==> src/hw/lc3b_isa_pkg.sv <==
`default_nettype none

package lc3b_isa_pkg;

	// Data and instruction word
	typedef logic [15:0] lc3b_word;

	// Architectural register number, R0 to R7
	typedef logic [2:0] lc3b_reg;

	typedef logic [3:0] lc3b_opcode;

	// Operate instructions handled by the core
	localparam lc3b_opcode op_add = 4'b0001;
	localparam lc3b_opcode op_and = 4'b0101;
	localparam lc3b_opcode op_not = 4'b1001;

	// Operation carried by a reservation station to the ALU
	typedef enum logic [1:0] {
		alu_add = 2'd0,
		alu_and = 2'd1,
		alu_not = 2'd2
	} alu_op_e;

endpackage

`default_nettype wire

==> src/hw/ooo_pkg.sv <==
`default_nettype none

package ooo_pkg;

	// ROB entry index, also used as the rename tag
	typedef logic [2:0] rob_tag;

	// Reservation station number
	typedef logic [1:0] rs_index;

	// ALU reservation stations in the default build
	localparam int NUM_RS = 3;

endpackage

`default_nettype wire

==> src/hw/issue_control.sv <==
`timescale 1ns/1ps
`default_nettype none

module issue_control #(
	parameter int ROB_DEPTH = 8,
	parameter int RS_COUNT  = ooo_pkg::NUM_RS
) (
	input  logic                  clk,
	input  logic                  rst_n,
	input  lc3b_isa_pkg::lc3b_word instr,
	input  logic                  instr_is_new,
	output logic                  issue_stall,
	output lc3b_isa_pkg::lc3b_reg  src1_reg,
	output lc3b_isa_pkg::lc3b_reg  src2_reg,
	input  lc3b_isa_pkg::lc3b_word src1_value,
	input  logic                  src1_busy,
	input  ooo_pkg::rob_tag        src1_tag,
	input  lc3b_isa_pkg::lc3b_word src2_value,
	input  logic                  src2_busy,
	input  ooo_pkg::rob_tag        src2_tag,
	input  logic                  src1_done,
	input  lc3b_isa_pkg::lc3b_word src1_result,
	input  logic                  src2_done,
	input  lc3b_isa_pkg::lc3b_word src2_result,
	input  logic                  rob_full,
	input  ooo_pkg::rob_tag        rob_tail_tag,
	output logic                  rob_alloc,
	output lc3b_isa_pkg::lc3b_reg  rob_dest_reg,
	output logic                  rename_valid,
	output lc3b_isa_pkg::lc3b_reg  rename_reg,
	output ooo_pkg::rob_tag        rename_tag,
	input  logic [RS_COUNT-1:0]   rs_busy,
	output logic                  rs_write,
	output ooo_pkg::rs_index       rs_sel,
	output lc3b_isa_pkg::alu_op_e  rs_op,
	output lc3b_isa_pkg::lc3b_word rs_vj,
	output lc3b_isa_pkg::lc3b_word rs_vk,
	output ooo_pkg::rob_tag        rs_qj,
	output ooo_pkg::rob_tag        rs_qk,
	output logic                  rs_valid_j,
	output logic                  rs_valid_k,
	output ooo_pkg::rob_tag        rs_dest_tag,
	input  logic                  cdb_valid,
	input  ooo_pkg::rob_tag        cdb_tag,
	input  lc3b_isa_pkg::lc3b_word cdb_data
);

	import lc3b_isa_pkg::*;
	import ooo_pkg::*;

	// Tag bits that address a live ROB entry
	localparam int TAG_W = (ROB_DEPTH > 1) ? $clog2(ROB_DEPTH) : 1;

	lc3b_opcode opcode;
	lc3b_reg    dest_reg;
	logic       imm_form;
	lc3b_word   imm_value;
	logic       op_legal;
	logic       free_found;
	rs_index    free_sel;
	logic       issue_fire;

	function automatic logic tag_hit(input rob_tag a, input rob_tag b);
		return a[TAG_W-1:0] == b[TAG_W-1:0];
	endfunction

	// Operand rule: register, then ROB, then live CDB, else wait on the tag
	function automatic void resolve(
		input  logic     busy,
		input  rob_tag   tag,
		input  lc3b_word rf_val,
		input  logic     rob_done,
		input  lc3b_word rob_val,
		output lc3b_word val,
		output rob_tag   q,
		output logic     ok
	);
		val = rf_val;
		q   = '0;
		ok  = 1'b1;
		if (busy) begin
			if (rob_done) begin
				val = rob_val;
			end else if (cdb_valid && tag_hit(cdb_tag, tag)) begin
				val = cdb_data;
			end else begin
				q  = tag;
				ok = 1'b0;
			end
		end
	endfunction

	assign opcode    = lc3b_opcode'(instr[15:12]);
	assign dest_reg  = instr[11:9];
	assign src1_reg  = instr[8:6];
	assign src2_reg  = instr[2:0];
	assign imm_form  = instr[5];
	assign imm_value = {{11{instr[4]}}, instr[4:0]};

	always_comb begin
		op_legal = 1'b1;
		rs_op    = alu_add;
		case (opcode)
			op_add:  rs_op = alu_add;
			op_and:  rs_op = alu_and;
			op_not:  rs_op = alu_not;
			default: op_legal = 1'b0;
		endcase
	end

	// Lowest free station
	always_comb begin
		free_found = 1'b0;
		free_sel   = '0;
		for (int i = 0; i < RS_COUNT; i++) begin
			if (!rs_busy[i] && !free_found) begin
				free_found = 1'b1;
				free_sel   = rs_index'(i);
			end
		end
	end

	assign issue_stall = rob_full | ~free_found;
	assign issue_fire  = instr_is_new & ~issue_stall & op_legal;

	always_comb begin
		resolve(src1_busy, src1_tag, src1_value, src1_done, src1_result,
			rs_vj, rs_qj, rs_valid_j);
		if (opcode == op_not) begin
			// NOT has a single source
			rs_vk      = '0;
			rs_qk      = '0;
			rs_valid_k = 1'b1;
		end else if (imm_form) begin
			rs_vk      = imm_value;
			rs_qk      = '0;
			rs_valid_k = 1'b1;
		end else begin
			resolve(src2_busy, src2_tag, src2_value, src2_done, src2_result,
				rs_vk, rs_qk, rs_valid_k);
		end
	end

	assign rs_write     = issue_fire;
	assign rs_sel       = free_sel;
	assign rs_dest_tag  = rob_tail_tag;
	assign rob_alloc    = issue_fire;
	assign rob_dest_reg = dest_reg;
	assign rename_valid = issue_fire;
	assign rename_reg   = dest_reg;
	assign rename_tag   = rob_tail_tag;

endmodule

`default_nettype wire

==> src/hw/res_station_pool.sv <==
`timescale 1ns/1ps
`default_nettype none

module res_station_pool #(
	parameter int RS_COUNT = ooo_pkg::NUM_RS
) (
	input  logic                  clk,
	input  logic                  rst_n,
	input  logic                  rs_write,
	input  ooo_pkg::rs_index       rs_sel,
	input  lc3b_isa_pkg::alu_op_e  rs_op,
	input  lc3b_isa_pkg::lc3b_word rs_vj,
	input  lc3b_isa_pkg::lc3b_word rs_vk,
	input  ooo_pkg::rob_tag        rs_qj,
	input  ooo_pkg::rob_tag        rs_qk,
	input  logic                  rs_valid_j,
	input  logic                  rs_valid_k,
	input  ooo_pkg::rob_tag        rs_dest_tag,
	output logic [RS_COUNT-1:0]   rs_busy,
	input  logic                  cdb_valid,
	input  ooo_pkg::rob_tag        cdb_tag,
	input  lc3b_isa_pkg::lc3b_word cdb_data,
	output logic                  ex_start,
	output lc3b_isa_pkg::alu_op_e  ex_op,
	output lc3b_isa_pkg::lc3b_word ex_a,
	output lc3b_isa_pkg::lc3b_word ex_b,
	output ooo_pkg::rob_tag        ex_tag
);

	import lc3b_isa_pkg::*;
	import ooo_pkg::*;

	logic [RS_COUNT-1:0] busy;
	logic [RS_COUNT-1:0] valid_j;
	logic [RS_COUNT-1:0] valid_k;
	logic [RS_COUNT-1:0] ready;
	logic [RS_COUNT-1:0] take_j;
	logic [RS_COUNT-1:0] take_k;
	logic [RS_COUNT-1:0] load;
	logic [RS_COUNT-1:0] issue_out;
	alu_op_e  op   [RS_COUNT];
	lc3b_word vj   [RS_COUNT];
	lc3b_word vk   [RS_COUNT];
	rob_tag   qj   [RS_COUNT];
	rob_tag   qk   [RS_COUNT];
	rob_tag   dest [RS_COUNT];
	logic     disp_found;
	rs_index  disp_sel;

	// Ready from registered state only, so a fresh capture waits a cycle
	assign ready   = busy & valid_j & valid_k;
	assign rs_busy = busy;

	always_comb begin
		disp_found = 1'b0;
		disp_sel   = '0;
		for (int i = 0; i < RS_COUNT; i++) begin
			if (ready[i] && !disp_found) begin
				disp_found = 1'b1;
				disp_sel   = rs_index'(i);
			end
		end
	end

	always_comb begin
		for (int i = 0; i < RS_COUNT; i++) begin
			take_j[i]    = busy[i] & ~valid_j[i] & cdb_valid & (qj[i] == cdb_tag);
			take_k[i]    = busy[i] & ~valid_k[i] & cdb_valid & (qk[i] == cdb_tag);
			load[i]      = rs_write & (rs_sel == rs_index'(i));
			issue_out[i] = disp_found & (disp_sel == rs_index'(i));
		end
	end

	assign ex_start = disp_found;
	assign ex_op    = op[disp_sel];
	assign ex_a     = vj[disp_sel];
	assign ex_b     = vk[disp_sel];
	assign ex_tag   = dest[disp_sel];

	always_ff @(posedge clk) begin
		if (!rst_n) begin
			busy    <= '0;
			valid_j <= '0;
			valid_k <= '0;
		end else begin
			for (int i = 0; i < RS_COUNT; i++) begin
				if (issue_out[i]) begin
					busy[i] <= 1'b0;
				end
				if (take_j[i]) begin
					valid_j[i] <= 1'b1;
				end
				if (take_k[i]) begin
					valid_k[i] <= 1'b1;
				end
				if (load[i]) begin
					busy[i]    <= 1'b1;
					valid_j[i] <= rs_valid_j;
					valid_k[i] <= rs_valid_k;
				end
			end
		end
	end

	// Station payload
	always_ff @(posedge clk) begin
		for (int i = 0; i < RS_COUNT; i++) begin
			if (take_j[i]) begin
				vj[i] <= cdb_data;
			end
			if (take_k[i]) begin
				vk[i] <= cdb_data;
			end
			if (load[i]) begin
				op[i]   <= rs_op;
				vj[i]   <= rs_vj;
				vk[i]   <= rs_vk;
				qj[i]   <= rs_qj;
				qk[i]   <= rs_qk;
				dest[i] <= rs_dest_tag;
			end
		end
	end

endmodule

`default_nettype wire

==> src/hw/alu_unit.sv <==
`timescale 1ns/1ps
`default_nettype none

module alu_unit (
	input  logic                  clk,
	input  logic                  rst_n,
	input  logic                  ex_start,
	input  lc3b_isa_pkg::alu_op_e  ex_op,
	input  lc3b_isa_pkg::lc3b_word ex_a,
	input  lc3b_isa_pkg::lc3b_word ex_b,
	input  ooo_pkg::rob_tag        ex_tag,
	output logic                  cdb_valid,
	output ooo_pkg::rob_tag        cdb_tag,
	output lc3b_isa_pkg::lc3b_word cdb_data
);

	import lc3b_isa_pkg::*;

	lc3b_word result;

	always_comb begin
		case (ex_op)
			alu_add: result = ex_a + ex_b;
			alu_and: result = ex_a & ex_b;
			alu_not: result = ~ex_a;
			default: result = '0;
		endcase
	end

	// One cycle from dispatch to broadcast
	always_ff @(posedge clk) begin
		if (!rst_n) begin
			cdb_valid <= 1'b0;
		end else begin
			cdb_valid <= ex_start;
		end
	end

	always_ff @(posedge clk) begin
		if (ex_start) begin
			cdb_tag  <= ex_tag;
			cdb_data <= result;
		end
	end

endmodule

`default_nettype wire

==> src/hw/reorder_buffer.sv <==
`timescale 1ns/1ps
`default_nettype none

module reorder_buffer #(
	parameter int ROB_DEPTH = 8
) (
	input  logic                  clk,
	input  logic                  rst_n,
	input  logic                  rob_alloc,
	input  lc3b_isa_pkg::lc3b_reg  rob_dest_reg,
	output logic                  rob_full,
	output ooo_pkg::rob_tag        rob_tail_tag,
	input  ooo_pkg::rob_tag        src1_tag,
	input  ooo_pkg::rob_tag        src2_tag,
	output logic                  src1_done,
	output lc3b_isa_pkg::lc3b_word src1_result,
	output logic                  src2_done,
	output lc3b_isa_pkg::lc3b_word src2_result,
	input  logic                  cdb_valid,
	input  ooo_pkg::rob_tag        cdb_tag,
	input  lc3b_isa_pkg::lc3b_word cdb_data,
	output logic                  commit_valid,
	output lc3b_isa_pkg::lc3b_reg  commit_reg,
	output ooo_pkg::rob_tag        commit_tag,
	output lc3b_isa_pkg::lc3b_word commit_value
);

	import lc3b_isa_pkg::*;
	import ooo_pkg::*;

	localparam int CNT_W = $clog2(ROB_DEPTH + 1);

	logic [ROB_DEPTH-1:0] done;
	lc3b_word             result [ROB_DEPTH];
	lc3b_reg              dest   [ROB_DEPTH];
	rob_tag               head;
	rob_tag               tail;
	logic [CNT_W-1:0]     count;

	function automatic rob_tag wrap_inc(input rob_tag ptr);
		return (ptr == rob_tag'(ROB_DEPTH - 1)) ? '0 : ptr + 1'b1;
	endfunction

	assign rob_full     = (count == CNT_W'(ROB_DEPTH));
	assign rob_tail_tag = tail;

	// Operand lookup for issue
	assign src1_done   = done[src1_tag];
	assign src1_result = result[src1_tag];
	assign src2_done   = done[src2_tag];
	assign src2_result = result[src2_tag];

	// Head retires once its result is in
	assign commit_valid = (count != '0) && done[head];
	assign commit_reg   = dest[head];
	assign commit_tag   = head;
	assign commit_value = result[head];

	always_ff @(posedge clk) begin
		if (!rst_n) begin
			head  <= '0;
			tail  <= '0;
			count <= '0;
			done  <= '0;
		end else begin
			if (cdb_valid) begin
				done[cdb_tag] <= 1'b1;
			end
			if (rob_alloc) begin
				done[tail] <= 1'b0;
				tail       <= wrap_inc(tail);
			end
			if (commit_valid) begin
				head <= wrap_inc(head);
			end
			count <= count + CNT_W'(rob_alloc) - CNT_W'(commit_valid);
		end
	end

	always_ff @(posedge clk) begin
		if (cdb_valid) begin
			result[cdb_tag] <= cdb_data;
		end
		if (rob_alloc) begin
			dest[tail] <= rob_dest_reg;
		end
	end

endmodule

`default_nettype wire

==> src/hw/regfile_tags.sv <==
`timescale 1ns/1ps
`default_nettype none

module regfile_tags (
	input  logic                  clk,
	input  logic                  rst_n,
	input  lc3b_isa_pkg::lc3b_reg  src1_reg,
	input  lc3b_isa_pkg::lc3b_reg  src2_reg,
	output lc3b_isa_pkg::lc3b_word src1_value,
	output logic                  src1_busy,
	output ooo_pkg::rob_tag        src1_tag,
	output lc3b_isa_pkg::lc3b_word src2_value,
	output logic                  src2_busy,
	output ooo_pkg::rob_tag        src2_tag,
	input  logic                  rename_valid,
	input  lc3b_isa_pkg::lc3b_reg  rename_reg,
	input  ooo_pkg::rob_tag        rename_tag,
	input  logic                  commit_valid,
	input  lc3b_isa_pkg::lc3b_reg  commit_reg,
	input  ooo_pkg::rob_tag        commit_tag,
	input  lc3b_isa_pkg::lc3b_word commit_value
);

	import lc3b_isa_pkg::*;
	import ooo_pkg::*;

	lc3b_word   value [8];
	logic [7:0] busy;
	rob_tag     owner [8];

	assign src1_value = value[src1_reg];
	assign src1_busy  = busy[src1_reg];
	assign src1_tag   = owner[src1_reg];
	assign src2_value = value[src2_reg];
	assign src2_busy  = busy[src2_reg];
	assign src2_tag   = owner[src2_reg];

	always_ff @(posedge clk) begin
		if (!rst_n) begin
			busy <= '0;
			for (int i = 0; i < 8; i++) begin
				value[i] <= '0;
				owner[i] <= '0;
			end
		end else begin
			if (commit_valid) begin
				value[commit_reg] <= commit_value;
				// Only the youngest writer releases the register
				if (owner[commit_reg] == commit_tag) begin
					busy[commit_reg] <= 1'b0;
				end
			end
			// Rename comes last so it wins on the same register
			if (rename_valid) begin
				busy[rename_reg]  <= 1'b1;
				owner[rename_reg] <= rename_tag;
			end
		end
	end

endmodule

`default_nettype wire

==> src/hw/tomasulo_core.sv <==
`timescale 1ns/1ps
`default_nettype none

module tomasulo_core #(
	parameter int ROB_DEPTH = 8,
	parameter int RS_COUNT  = ooo_pkg::NUM_RS
) (
	input  logic                  clk,
	input  logic                  rst_n,
	input  lc3b_isa_pkg::lc3b_word instr,
	input  logic                  instr_is_new,
	output logic                  issue_stall,
	output logic                  commit_valid,
	output lc3b_isa_pkg::lc3b_reg  commit_reg,
	output lc3b_isa_pkg::lc3b_word commit_value
);

	import lc3b_isa_pkg::*;
	import ooo_pkg::*;

	// Register file lookup
	lc3b_reg  src1_reg;
	lc3b_reg  src2_reg;
	lc3b_word src1_value;
	lc3b_word src2_value;
	logic     src1_busy;
	logic     src2_busy;
	rob_tag   src1_tag;
	rob_tag   src2_tag;

	// ROB lookup and allocation
	logic     src1_done;
	logic     src2_done;
	lc3b_word src1_result;
	lc3b_word src2_result;
	logic     rob_full;
	rob_tag   rob_tail_tag;
	logic     rob_alloc;
	lc3b_reg  rob_dest_reg;
	rob_tag   commit_tag;

	logic     rename_valid;
	lc3b_reg  rename_reg;
	rob_tag   rename_tag;

	// Station write
	logic [RS_COUNT-1:0] rs_busy;
	logic     rs_write;
	rs_index  rs_sel;
	alu_op_e  rs_op;
	lc3b_word rs_vj;
	lc3b_word rs_vk;
	rob_tag   rs_qj;
	rob_tag   rs_qk;
	logic     rs_valid_j;
	logic     rs_valid_k;
	rob_tag   rs_dest_tag;

	// Dispatch and CDB
	logic     ex_start;
	alu_op_e  ex_op;
	lc3b_word ex_a;
	lc3b_word ex_b;
	rob_tag   ex_tag;
	logic     cdb_valid;
	rob_tag   cdb_tag;
	lc3b_word cdb_data;

	issue_control #(
		.ROB_DEPTH(ROB_DEPTH),
		.RS_COUNT (RS_COUNT)
	) u_issue (.*);

	res_station_pool #(
		.RS_COUNT(RS_COUNT)
	) u_rs_pool (.*);

	alu_unit u_alu (.*);

	reorder_buffer #(
		.ROB_DEPTH(ROB_DEPTH)
	) u_rob (.*);

	regfile_tags u_regfile (.*);

endmodule

`default_nettype wire

==> config.mk <==
export PLATFORM = sky130hd
export DESIGN_NAME = tomasulo_core
export DESIGN_NICKNAME = d
export VERILOG_FILES = /design/src/hw/lc3b_isa_pkg.sv /design/src/hw/ooo_pkg.sv /design/src/hw/issue_control.sv /design/src/hw/res_station_pool.sv /design/src/hw/alu_unit.sv /design/src/hw/reorder_buffer.sv /design/src/hw/regfile_tags.sv /design/src/hw/tomasulo_core.sv
export SDC_FILE = /design/constraint.sdc
export NUM_CORES = 1
export LEC_CHECK = 0
export BUFFER_PORTS_ARGS = -buffer_cell sky130_fd_sc_hd__buf_2
export CORE_MARGIN = 3
export CORE_UTILIZATION = 35
export DETAILED_ROUTE_END_ITERATION = 10
export HOLD_SLACK_MARGIN = 0.02
export PLACE_DENSITY = 0.59
export SYNTH_ARGS = -nofsm -noshare
export SYNTH_HDL_FRONTEND = slang
export SYNTH_HIERARCHICAL = 1
export SYNTH_SLANG_ARGS = --single-unit
==> constraint.sdc <==
create_clock -name clk -period 4.3 [get_ports clk]
set_input_delay 0.86 -clock clk [delete_from_list [all_inputs] [get_ports clk]]
set_output_delay 0.86 -clock clk [all_outputs]
set_load 0.05 [all_outputs]
==> metrics, run 1 <==
outcome finished, final reports clean; fmax 268.0 MHz; WP data required 4.64 ns; Syn Inst Count 1973; CTS root buf clkbuf_16; Skew-Pair Late Insertion Delay 0.62 ns; post-CTS setup buffers 0; slowest stage delay, CP 0.47 ns; clk slew on worst S/H paths 0.06 ns; syn_nets 2019; Leakage 9.949 nW; Routed WL 73910 um; Worst Setup Slack, final 0.5685 ns; setup violators final 0; sequential-to-total area share from yosys stat 53.40%; asr flop ratio synth 0%; main combinational cell family by area after synthesis multiplexers; post-synthesis xor/xnor area fraction 1.420%; clock buffer count from CTS 55; post-synthesis cell area 0.02688 mm2; max cap viols 0; Yosys top cell by area edfxtp_1; Yosys Warn Count 6; Nets 2026; WP buf/inv 2; Slew Limit Headroom 20.39%; antenna viol nets, final 0; clk buf depth 3; vias in the first global route 17730; crit share post-route 86.78%; Synth Area in Compound Gates 8.369%; Multi-input gate area 0.01154 mm2; Die Y 283.1 um; count of final max-slew check failures 0; Port-buffer cells 39; vias post-DR 17400; Slew @ Worst Pin 1.191 ns; Cell Pwr Density 366.1 mW/mm2; num ports 40; main flop type after synthesis edfxtp_1; num rows 100; DRC errors left 0; antenna fix cells 0; Final Wtd Congestion 0.8415; pin count of the biggest net entering global routing 77; fill count 6936; crit path launch type flip-flop; Tmin final 3.732 ns; first-pass GRT wire length 111400 um; post-synthesis mux area share 21.20%; Overflow after GRT 0; Clock Sinks 491; CP max-delay cell or3_1; Most common cell on crit path buf_4; worst path arrival time 4.08 ns; Mean Syn Cell Area 13.62 um2; 1st-pass router iterations 5; crit-path cells and3_2 -> or3_1 -> buf_4 -> buf_4 -> a31oi_1 -> ha_1 -> a21oi_1 -> nand2b_1 -> o21a_1 -> a211oi_2 -> xor2_1 -> o221ai_1; Setup TNS 0 ns; Synth Area in Simple Gates 10.39%; Gates resized, CTS repair 0; post-synthesis adder-cell area fraction 1.313%; Fin Clk Skew 0.02686 ns; Area Growth Syn to Fin 11.63%; die width 283.1 um; Core Footprint 0.07520 mm2; CP max FO 16; CTS tree done; Yosys top cell area share 50.49%; layout cell share with drive strength beyond 1 26.31%; WL/cell 24.26 um; Largest regs u_regfile/value: 128 flops, u_rob/result: 128 flops; vias per inst 5.711; synth unique cells 76; Hold WC Path Type flip-flop to flip-flop; delay-heaviest family, CP compound AO/OA/AOI/OAI gates; Post-CTS Hold Buffers 0; dpl hpwl 48360 um; nature of the critical path endpoint flip-flop; sequential cell area 0.01436 mm2; die area 0.08016 mm2; antenna violations before repair 3; WS Path Type flip-flop to flip-flop; VDD IR max 0.3513 mV; Final Core Density 39.91%; Final Hold Fails 0; Total GRT Usage 18.04%; H-Tree Level Count 2; total power 10.99 mW; Placement Setup Slack 0.1548 ns; register bit total from synthesis 491; initial core utilization 35.75%; number of synthesized flops with an enable pin 452; Area contributors post-synth edfxtp_1 50%, mux4_2 16%, mux2_2 4.1%; Iteration-0 DRC Markers 1746; RSZ-0062 raised after global routing no
cell usage after synthesis (4+ instances only):
cell / count
nand3_1: 48
o22ai_1: 19
buf_4: 29
inv_1: 52
buf_1: 14
edfxtp_1: 452
nor4_1: 38
a21o_1: 4
o21ai_1: 24
a41oi_1: 4
nand3b_1: 7
mux2i_1: 38
a211oi_2: 5
and3_1: 7
o21ai_0: 168
xnor2_1: 28
nor2_1: 64
and2_1: 164
buf_6: 9
o221a_2: 6
buf_2: 35
nand2_1: 97
nor2b_1: 11
a31oi_1: 52
clkbuf_1: 74
nand4_1: 9
o221a_1: 9
xor2_1: 10
mux4_2: 186
nor3_1: 15
and3b_1: 6
nand2b_1: 19
dfxtp_1: 39
mux2_2: 97
nor3b_1: 6
ha_1: 25
a21oi_1: 46
cell type report:
cell class,count,area share [%]
inverter,53,0.6630
timing repair buffer,113,2.710
multi-input combinational,1266,38.46
tap,1020,4.253
sequential,491,47.84
clock buffer,71,4.820
clock inverter,32,1.255
placed cells by master, fill, tap and decap left out, types with 25 or more instances in the layout:
cell type and n:
o21ai_0 160, and2_1 164, mux2_2 97, a21oi_1 46, mux2i_1 38, inv_1 52, nor4_1 38, clkbuf_16 55
buf_4 69, nor2_1 58, a31oi_1 51, buf_2 39, ha_1 25, mux4_2 186, nand2_1 97, xnor2_1 28
edfxtp_1 452, nand3_1 48, dfxtp_1 37
layer usage:
metal	GRT usage (%)	share of wire [%]
met1	23.69	42
met2	30.90	49
met3	3.071	7.0
met4	4.938	2.0
met5	0	0.051
worst register-to-register path, stage by stage (launching register included):
cell	delay (ns)
dfxtp_1	0.37
and3_2	0.27
or3_1	0.47
buf_4	0.24
buf_4	0.22
a31oi_1	0.27
ha_1	0.40
a21oi_1	0.42
nand2b_1	0.10
o21a_1	0.19
a211oi_2	0.23
xor2_1	0.17
o221ai_1	0.12
path summary, 6_finish.rpt:
check | from | slack, ns | cells past startpoint | endpoint
hold reg to reg | u_rs_pool/valid_k[1]$_SDFFE_PN0P_ | 0.49 | 2 | u_rs_pool/valid_k[1]$_SDFFE_PN0P_
setup / recovery | u_rs_pool/rs_busy[0]$_SDFFE_PN0P_ | 0.57 | 12 | u_alu/cdb_data[15]$_DFFE_PP_
setup reg to reg | u_rs_pool/rs_busy[0]$_SDFFE_PN0P_ | 0.57 | 12 | u_alu/cdb_data[15]$_DFFE_PP_
hold / removal | u_rs_pool/valid_k[1]$_SDFFE_PN0P_ | 0.49 | 2 | u_rs_pool/valid_k[1]$_SDFFE_PN0P_
through the flow:
step,hold WS [ns],cell area (um2),cells
final,0.4906,30010,3046
after detailed placement,0.4813,28180,2943
after global routing,0.5159,30010,3046
after global placement,0.4720,28180,2943
after floorplan,0.4502,26910,1973
after CTS,0.4911,30010,3046
cell families after synthesis:
family | Yosys count
flops | 491
compound gates | 367
buf+inv | 216
fa+ha+maj | 27
mux | 323
xor+xnor | 41
simple gates | 508
power breakdown:
part | switching, mW | internal [mW]
Combinational | 0.528 | 0.422
Sequential | 0.0396 | 5.24
Clock | 1.95 | 2.80
Total | 2.52 | 8.47
Note: power is estimated with default switching activity, not from simulation.
==> run 2, diff against run 1 <==
--- a/config.mk
+++ b/config.mk
@@ -8,6 +8,7 @@
 export BUFFER_PORTS_ARGS = -buffer_cell sky130_fd_sc_hd__buf_2
 export CORE_MARGIN = 3
 export CORE_UTILIZATION = 35
+export CTS_BUF_LIST = sky130_fd_sc_hd__clkbuf_8 sky130_fd_sc_hd__clkbuf_16
 export DETAILED_ROUTE_END_ITERATION = 10
 export HOLD_SLACK_MARGIN = 0.02
 export PLACE_DENSITY = 0.59
==> metrics, run 2 (synthesis results as in run 1) <==
Fin Clk Skew 0.02545 ns (-0.001410 ns); fmax 268.0 MHz (about the same); Skew-Pair Late Insertion Delay 0.62 ns (about the same); outcome finished, final reports clean; most common cell after layout, fill and taps aside edfxtp_1; switching share of power 22.97% (+0.068 points); Leakage 10.01 nW (+0.62%); Cell Pwr Density 364.8 mW/mm2 (-0.34%); antenna viol nets, final 0 (unchanged); vias post-DR 17430 (+0.21%); num rows 100 (unchanged); Port-buffer cells 39 (unchanged); Iteration-0 DRC Markers 1743 (-0.17%); vias per inst 5.723 (+0.21%); Gates resized, CTS repair 0 (unchanged); VDD IR max 0.3513 mV (about the same); Core Footprint 0.07520 mm2 (unchanged); layout cell share with drive strength beyond 1 26.31% (unchanged); Slew @ Worst Pin 1.193 ns (+0.002028 ns); antenna violations before repair 3 (unchanged); nature of the critical path endpoint flip-flop; Final Wtd Congestion 0.8415 (unchanged); M2 GR Usage 30.90% (unchanged); Inst Count DP 2943 (unchanged); Total GRT Usage 18.04% (unchanged); sequential cell area 0.01436 mm2 (unchanged); CTS root buf clkbuf_16; Overflow after GRT 0 (unchanged); Setup TNS 0 ns (unchanged); Area Growth Syn to Fin 11.63% (unchanged); Tmin final 3.732 ns (+0.0004650 ns); Clock Sinks 491 (unchanged); Nets 2026 (unchanged); Worst Hold Path Cells 2 (unchanged); crit path launch type flip-flop; internal power 8.433 mW (-0.43%); DRC errors left 0 (unchanged); fill count 6936 (unchanged); WP data required 4.64 ns (about the same); Slew Limit Headroom 20.26% (-0.14 points); Hold WC Path Type flip-flop to flip-flop; WS Path Type flip-flop to flip-flop; Die Y 283.1 um (unchanged); switching power total 2.515 mW (about the same); worst path arrival time 4.08 ns (about the same); clk buf depth 3 (unchanged); share of power burned in registers 48.3% (+0.2 points); RSZ-0062 raised after global routing no; max cap viols 0 (unchanged); post-CTS setup buffers 0 (unchanged); Reg2Reg Depth 12 (unchanged); clk slew on worst S/H paths 0.06 ns (about the same); Largest regs u_regfile/value: 128 flops, u_rob/result: 128 flops; met3 usage in global routing 3.071% (unchanged); antenna fix cells 0 (unchanged); num ports 40 (unchanged); CP max FO 16 (unchanged); clock buffer count from CTS 55 (unchanged); pin count of the biggest net entering global routing 77 (unchanged); count of final max-slew check failures 0 (unchanged); initial core utilization 35.75% (unchanged); WL/cell 24.27 um (about the same); Post-CTS Hold Buffers 0 (unchanged); 1st-pass router iterations 5 (unchanged); dpl hpwl 48360 um (unchanged); CTS tree done; Clock power frac 43.1% (about the same); Final Hold Fails 0 (unchanged); Post-Layout Cell Count 3046 (unchanged); Most Used Layer, Global Route met2; crit share post-route 86.79% (about the same); Comb power frac 8.7% (about the same); commonest non-fill, non-tap cells in the layout 452 x edfxtp_1, 186 x mux4_2, 164 x and2_1; H-Tree Level Count 2 (unchanged); Routed WL 73920 um (about the same); vias in the first global route 17730 (-0.017%); first-pass GRT wire length 111400 um (unchanged); Multi-input gate area 0.01154 mm2 (unchanged); setup violators final 0 (unchanged); die area 0.08016 mm2 (unchanged); met1 GRT Util 23.69% (unchanged); die width 283.1 um (unchanged)
[run 2: cell count changes in the layout (fill, tap and decap cells not counted), sizes merged]
cell	previous run	this run
clkbuf	71	56
inv	55	70
[run 2: metal layers]
layer  routed length (um)  up-vias
li1                     -     7730
met1                30880     8940
met2                36310      650
met3                 5188      107
met4                 1502        6
met5                   38        -
[run 2: path summary, 6_finish.rpt]
path                                                         from                                end  slack, ns
worst max-delay path            u_rs_pool/rs_busy[0]$_SDFFE_PN0P_       u_alu/cdb_data[15]$_DFFE_PP_       0.57
worst min-delay path            u_rs_pool/valid_k[1]$_SDFFE_PN0P_  u_rs_pool/valid_k[1]$_SDFFE_PN0P_       0.49
worst max register to register  u_rs_pool/rs_busy[0]$_SDFFE_PN0P_       u_alu/cdb_data[15]$_DFFE_PP_       0.57
worst min register to register  u_rs_pool/valid_k[1]$_SDFFE_PN0P_  u_rs_pool/valid_k[1]$_SDFFE_PN0P_       0.49
[run 2: worst max-delay path, cell delays in order, from the launching register on]
cell	delay (ns)
dfxtp_1	0.37
and3_2	0.27
or3_1	0.48
buf_4	0.24
buf_4	0.21
a31oi_1	0.27
ha_1	0.40
a21oi_1	0.42
nand2b_1	0.10
o21a_1	0.19
a211oi_2	0.23
xor2_1	0.17
o221ai_1	0.12
[run 2: through the flow]
step	utilization [%]	hold slack (ns)	worst slack, ns	power [mW]	instance area (um2)
floorplan	-	0.4502	0.01680	6.071	26910
global placement	37.48	0.4720	0.2164	6.312	28180
detailed placement	37.48	0.4813	0.1548	6.328	28180
CTS	39.91	0.4911	0.5192	11.04	30010
global route	39.91	0.5159	0.2778	11.32	30010
finish	39.91	0.4938	0.5680	10.95	30010
[run 2: final cells by class]
class / count / share of cell area [%]
flip-flops and latches: 491 / 47.84
multi-input cells: 1266 / 38.46
clock buffers: 56 / 4.632
well taps: 1020 / 4.253
repair buffers: 113 / 2.710
clock inverters: 47 / 1.443
inverters: 53 / 0.6630
[run 2: power groups by stage]
| stage | Combinational [mW] | Sequential (mW) | Clock, mW |
|---|---|---|---|
| after floorplan | 0.703 | 5.37 | 0 |
| after global placement | 0.933 | 5.38 | 0 |
| after detailed placement | 0.943 | 5.38 | 0 |
| after CTS | 0.947 | 5.28 | 4.81 |
| after global routing | 1.02 | 5.29 | 5.01 |
| final | 0.950 | 5.28 | 4.71 |
==> run 3, diff against run 2 <==
--- a/config.mk
+++ b/config.mk
@@ -5,7 +5,7 @@
 export SDC_FILE = /design/constraint.sdc
 export NUM_CORES = 1
 export LEC_CHECK = 0
-export BUFFER_PORTS_ARGS = -buffer_cell sky130_fd_sc_hd__buf_2
+export BUFFER_PORTS_ARGS = -buffer_cell sky130_fd_sc_hd__clkbuf_2
 export CORE_MARGIN = 3
 export CORE_UTILIZATION = 35
 export CTS_BUF_LIST = sky130_fd_sc_hd__clkbuf_8 sky130_fd_sc_hd__clkbuf_16
==> constraint.sdc (replaced) <==
create_clock -name clk -period 4.3 [get_ports clk]
set_input_delay 0.43 -clock clk [delete_from_list [all_inputs] [get_ports clk]]
set_output_delay 0.43 -clock clk [all_outputs]
set_load 0.05 [all_outputs]
==> metrics, run 3 (synthesis results as in run 1) <==
Core Footprint 0.07520 mm2 (unchanged); die area 0.08016 mm2 (unchanged); Port-buffer cells 39 (unchanged); Slew @ Worst Pin 1.192 ns (-0.001010 ns); Slew Limit Headroom 20.32% (+0.068 points); Clock Sinks 491 (unchanged); clk buf depth 3 (unchanged); Final Wtd Congestion 0.8499 (+1.0%); Reg-to-Reg Start u_rs_pool/rs_busy[0]$_SDFFE_PN0P_; layout cell share with drive strength beyond 1 26.52% (+0.21 points); count of final max-slew check failures 0 (unchanged); num rows 100 (unchanged); CTS tree done; antenna violations before repair 1 (-2); Final Hold Fails 0 (unchanged); Iteration-0 DRC Markers 1913 (+9.8%); fmax 263.8 MHz (-1.6%); first-pass GRT wire length 112200 um (+0.69%); VDD IR max 0.3494 mV (-0.53%); vias in the first global route 17860 (+0.75%); setup violators final 0 (unchanged); max cap viols 0 (unchanged); reg2reg end u_alu/cdb_data[11]$_DFFE_PP_; H-Tree Level Count 2 (unchanged); crit share post-route 88.16% (+1.4 points); Largest regs u_regfile/value: 128 flops, u_rob/result: 128 flops; nature of the critical path endpoint flip-flop; Fin Clk Skew 0.02453 ns (-0.0009183 ns); outcome finished, final reports clean; antenna viol nets, final 0 (unchanged); antenna fix cells 0 (unchanged); vias post-DR 17560 (+0.73%); Area Growth Syn to Fin 11.94%; r2r setup slk 0.51 ns (-0.06 ns); initial core utilization 35.75% (unchanged); WL/cell 24.32 um (+0.22%); Post-CTS Hold Buffers 0 (unchanged); most common cell after layout, fill and taps aside edfxtp_1; commonest non-fill, non-tap cells in the layout 452 x edfxtp_1, 186 x mux4_2, 164 x and2_1; crit path from u_rs_pool/rs_busy[0]$_SDFFE_PN0P_; crit-path cells and3_2 -> buf_4 -> buf_4 -> o21ai_0 -> a31oi_1 -> ha_1 -> o211ai_1 -> nand2b_1 -> a31oi_2 -> o21ai_2 -> a311oi_2 -> xor2_1 -> o221ai_1; Total GRT Usage 18.16% (+0.12 points); die width 283.1 um (unchanged); WS Path Type flip-flop to flip-flop; 1st-pass router iterations 6 (+1); Routed WL 74060 um (+0.19%); DRC errors left 0 (unchanged); worst path arrival time 4.14 ns (+0.06 ns); crit path launch type flip-flop; Most common cell on crit path buf_4; Cell Pwr Density 373.6 mW/mm2 (+2.4%); Overflow after GRT 0 (unchanged); clk slew on worst S/H paths 0.06 ns (about the same); vias per inst 5.767 (+0.76%); Die Y 283.1 um (unchanged); Hold WC Path Type primary input to flip-flop; CP max-delay cell buf_4; RSZ-0062 raised after global routing no; CTS root buf clkbuf_16; CP max FO 44 (+28); Hold Startpoint instr[9]; Leakage 10.04 nW (+0.28%); num ports 40 (unchanged); Reg2Reg Depth 13 (+1); Setup TNS 0 ns (unchanged); Worst Setup EP u_alu/cdb_data[11]$_DFFE_PP_; dpl hpwl 48810 um (+0.95%); slowest stage delay, CP 0.46 ns (-0.02 ns); Skew-Pair Late Insertion Delay 0.62 ns (about the same); pin count of the biggest net entering global routing 76 (-1.3%); Nets 2024 (-0.099%); post-CTS setup buffers 0 (unchanged); total power 11.24 mW (+2.7%); Tmin final 3.791 ns (+0.05909 ns); WP data required 4.65 ns (about the same); Gates resized, CTS repair 0 (unchanged); fill count 6950 (+0.20%); clock buffer count from CTS 56 (+1.8%)
==> run 3: layout make-up <==
type	instances	area (um2)	area share (%)
Timing Repair Buffer	110	778.2	2.586
Clock buffer	59	1454	4.832
Clock inverter	46	488.0	1.622
Sequential cell	491	14360	47.71
Multi-Input combinational cell	1266	11540	38.35
Tap cell	1020	1276	4.241
Inverter	53	198.9	0.6611
==> run 3: how the worst min path moves through the flow <==
| stage | to | cells past startpoint |
|---|---|---|
| floorplan | u_rs_pool/valid_k[1]$_SDFFE_PN0P_ | 2 |
| global placement | u_rs_pool/valid_k[1]$_SDFFE_PN0P_ | 2 |
| detailed placement | u_rs_pool/valid_j[1]$_SDFFE_PN0P_ | 2 |
| CTS | u_rob/dest[5][0]$_DFFE_PP_ | 1 |
| global route | u_rob/dest[4][0]$_DFFE_PP_ | 1 |
| finish | u_rob/dest[3][0]$_DFFE_PP_ | 1 |
==> run 3: through the flow <==
stage          util (%)  setup slack [ns]  instances  cell area (um2)  hold WS, ns
5_1_grt           40.02            0.3125       3045            30090       0.1769
4_1_cts           40.02            0.5715       3045            30090       0.1317
3_3_place_gp      37.43            0.5571       2940            28150       0.4948
2_1_floorplan         -            0.2687       1973            26880       0.4502
3_5_place_dp      37.43            0.4701       2940            28150       0.4952
6_report          40.02            0.5089       3045            30090       0.1807
==> run 3: metal layers <==
| layer | track usage (%) | wire length, um |
|---|---|---|
| met1 | 24.17 | 30010 |
| met2 | 30.73 | 36260 |
| met3 | 2.894 | 6003 |
| met4 | 5.300 | 1787 |
| met5 | 0 | 0 |
==> run 3: worst max-delay path: cells and delay by family (launching register included) <==
family	cells	cell delay (ns)
AOI/OAI and AO/OA	7	1.46
buffers and inverters	2	0.77
DFF	1	0.43
adders and majority gates	1	0.35
and+or+nand+nor	2	0.32
xor gates and xnor gates	1	0.20
==> run 3: where the power goes <==
| part | internal [mW] | total (mW) | leakage (nW) | switching (mW) |
|---|---|---|---|---|
| Combinational | 0.419 | 0.942 | 4.50 | 0.523 |
| Clock | 3.04 | 5.02 | 0.977 | 1.98 |
| Sequential | 5.24 | 5.28 | 4.57 | 0.0401 |
| Total | 8.70 | 11.2 | 10.0 | 2.54 |
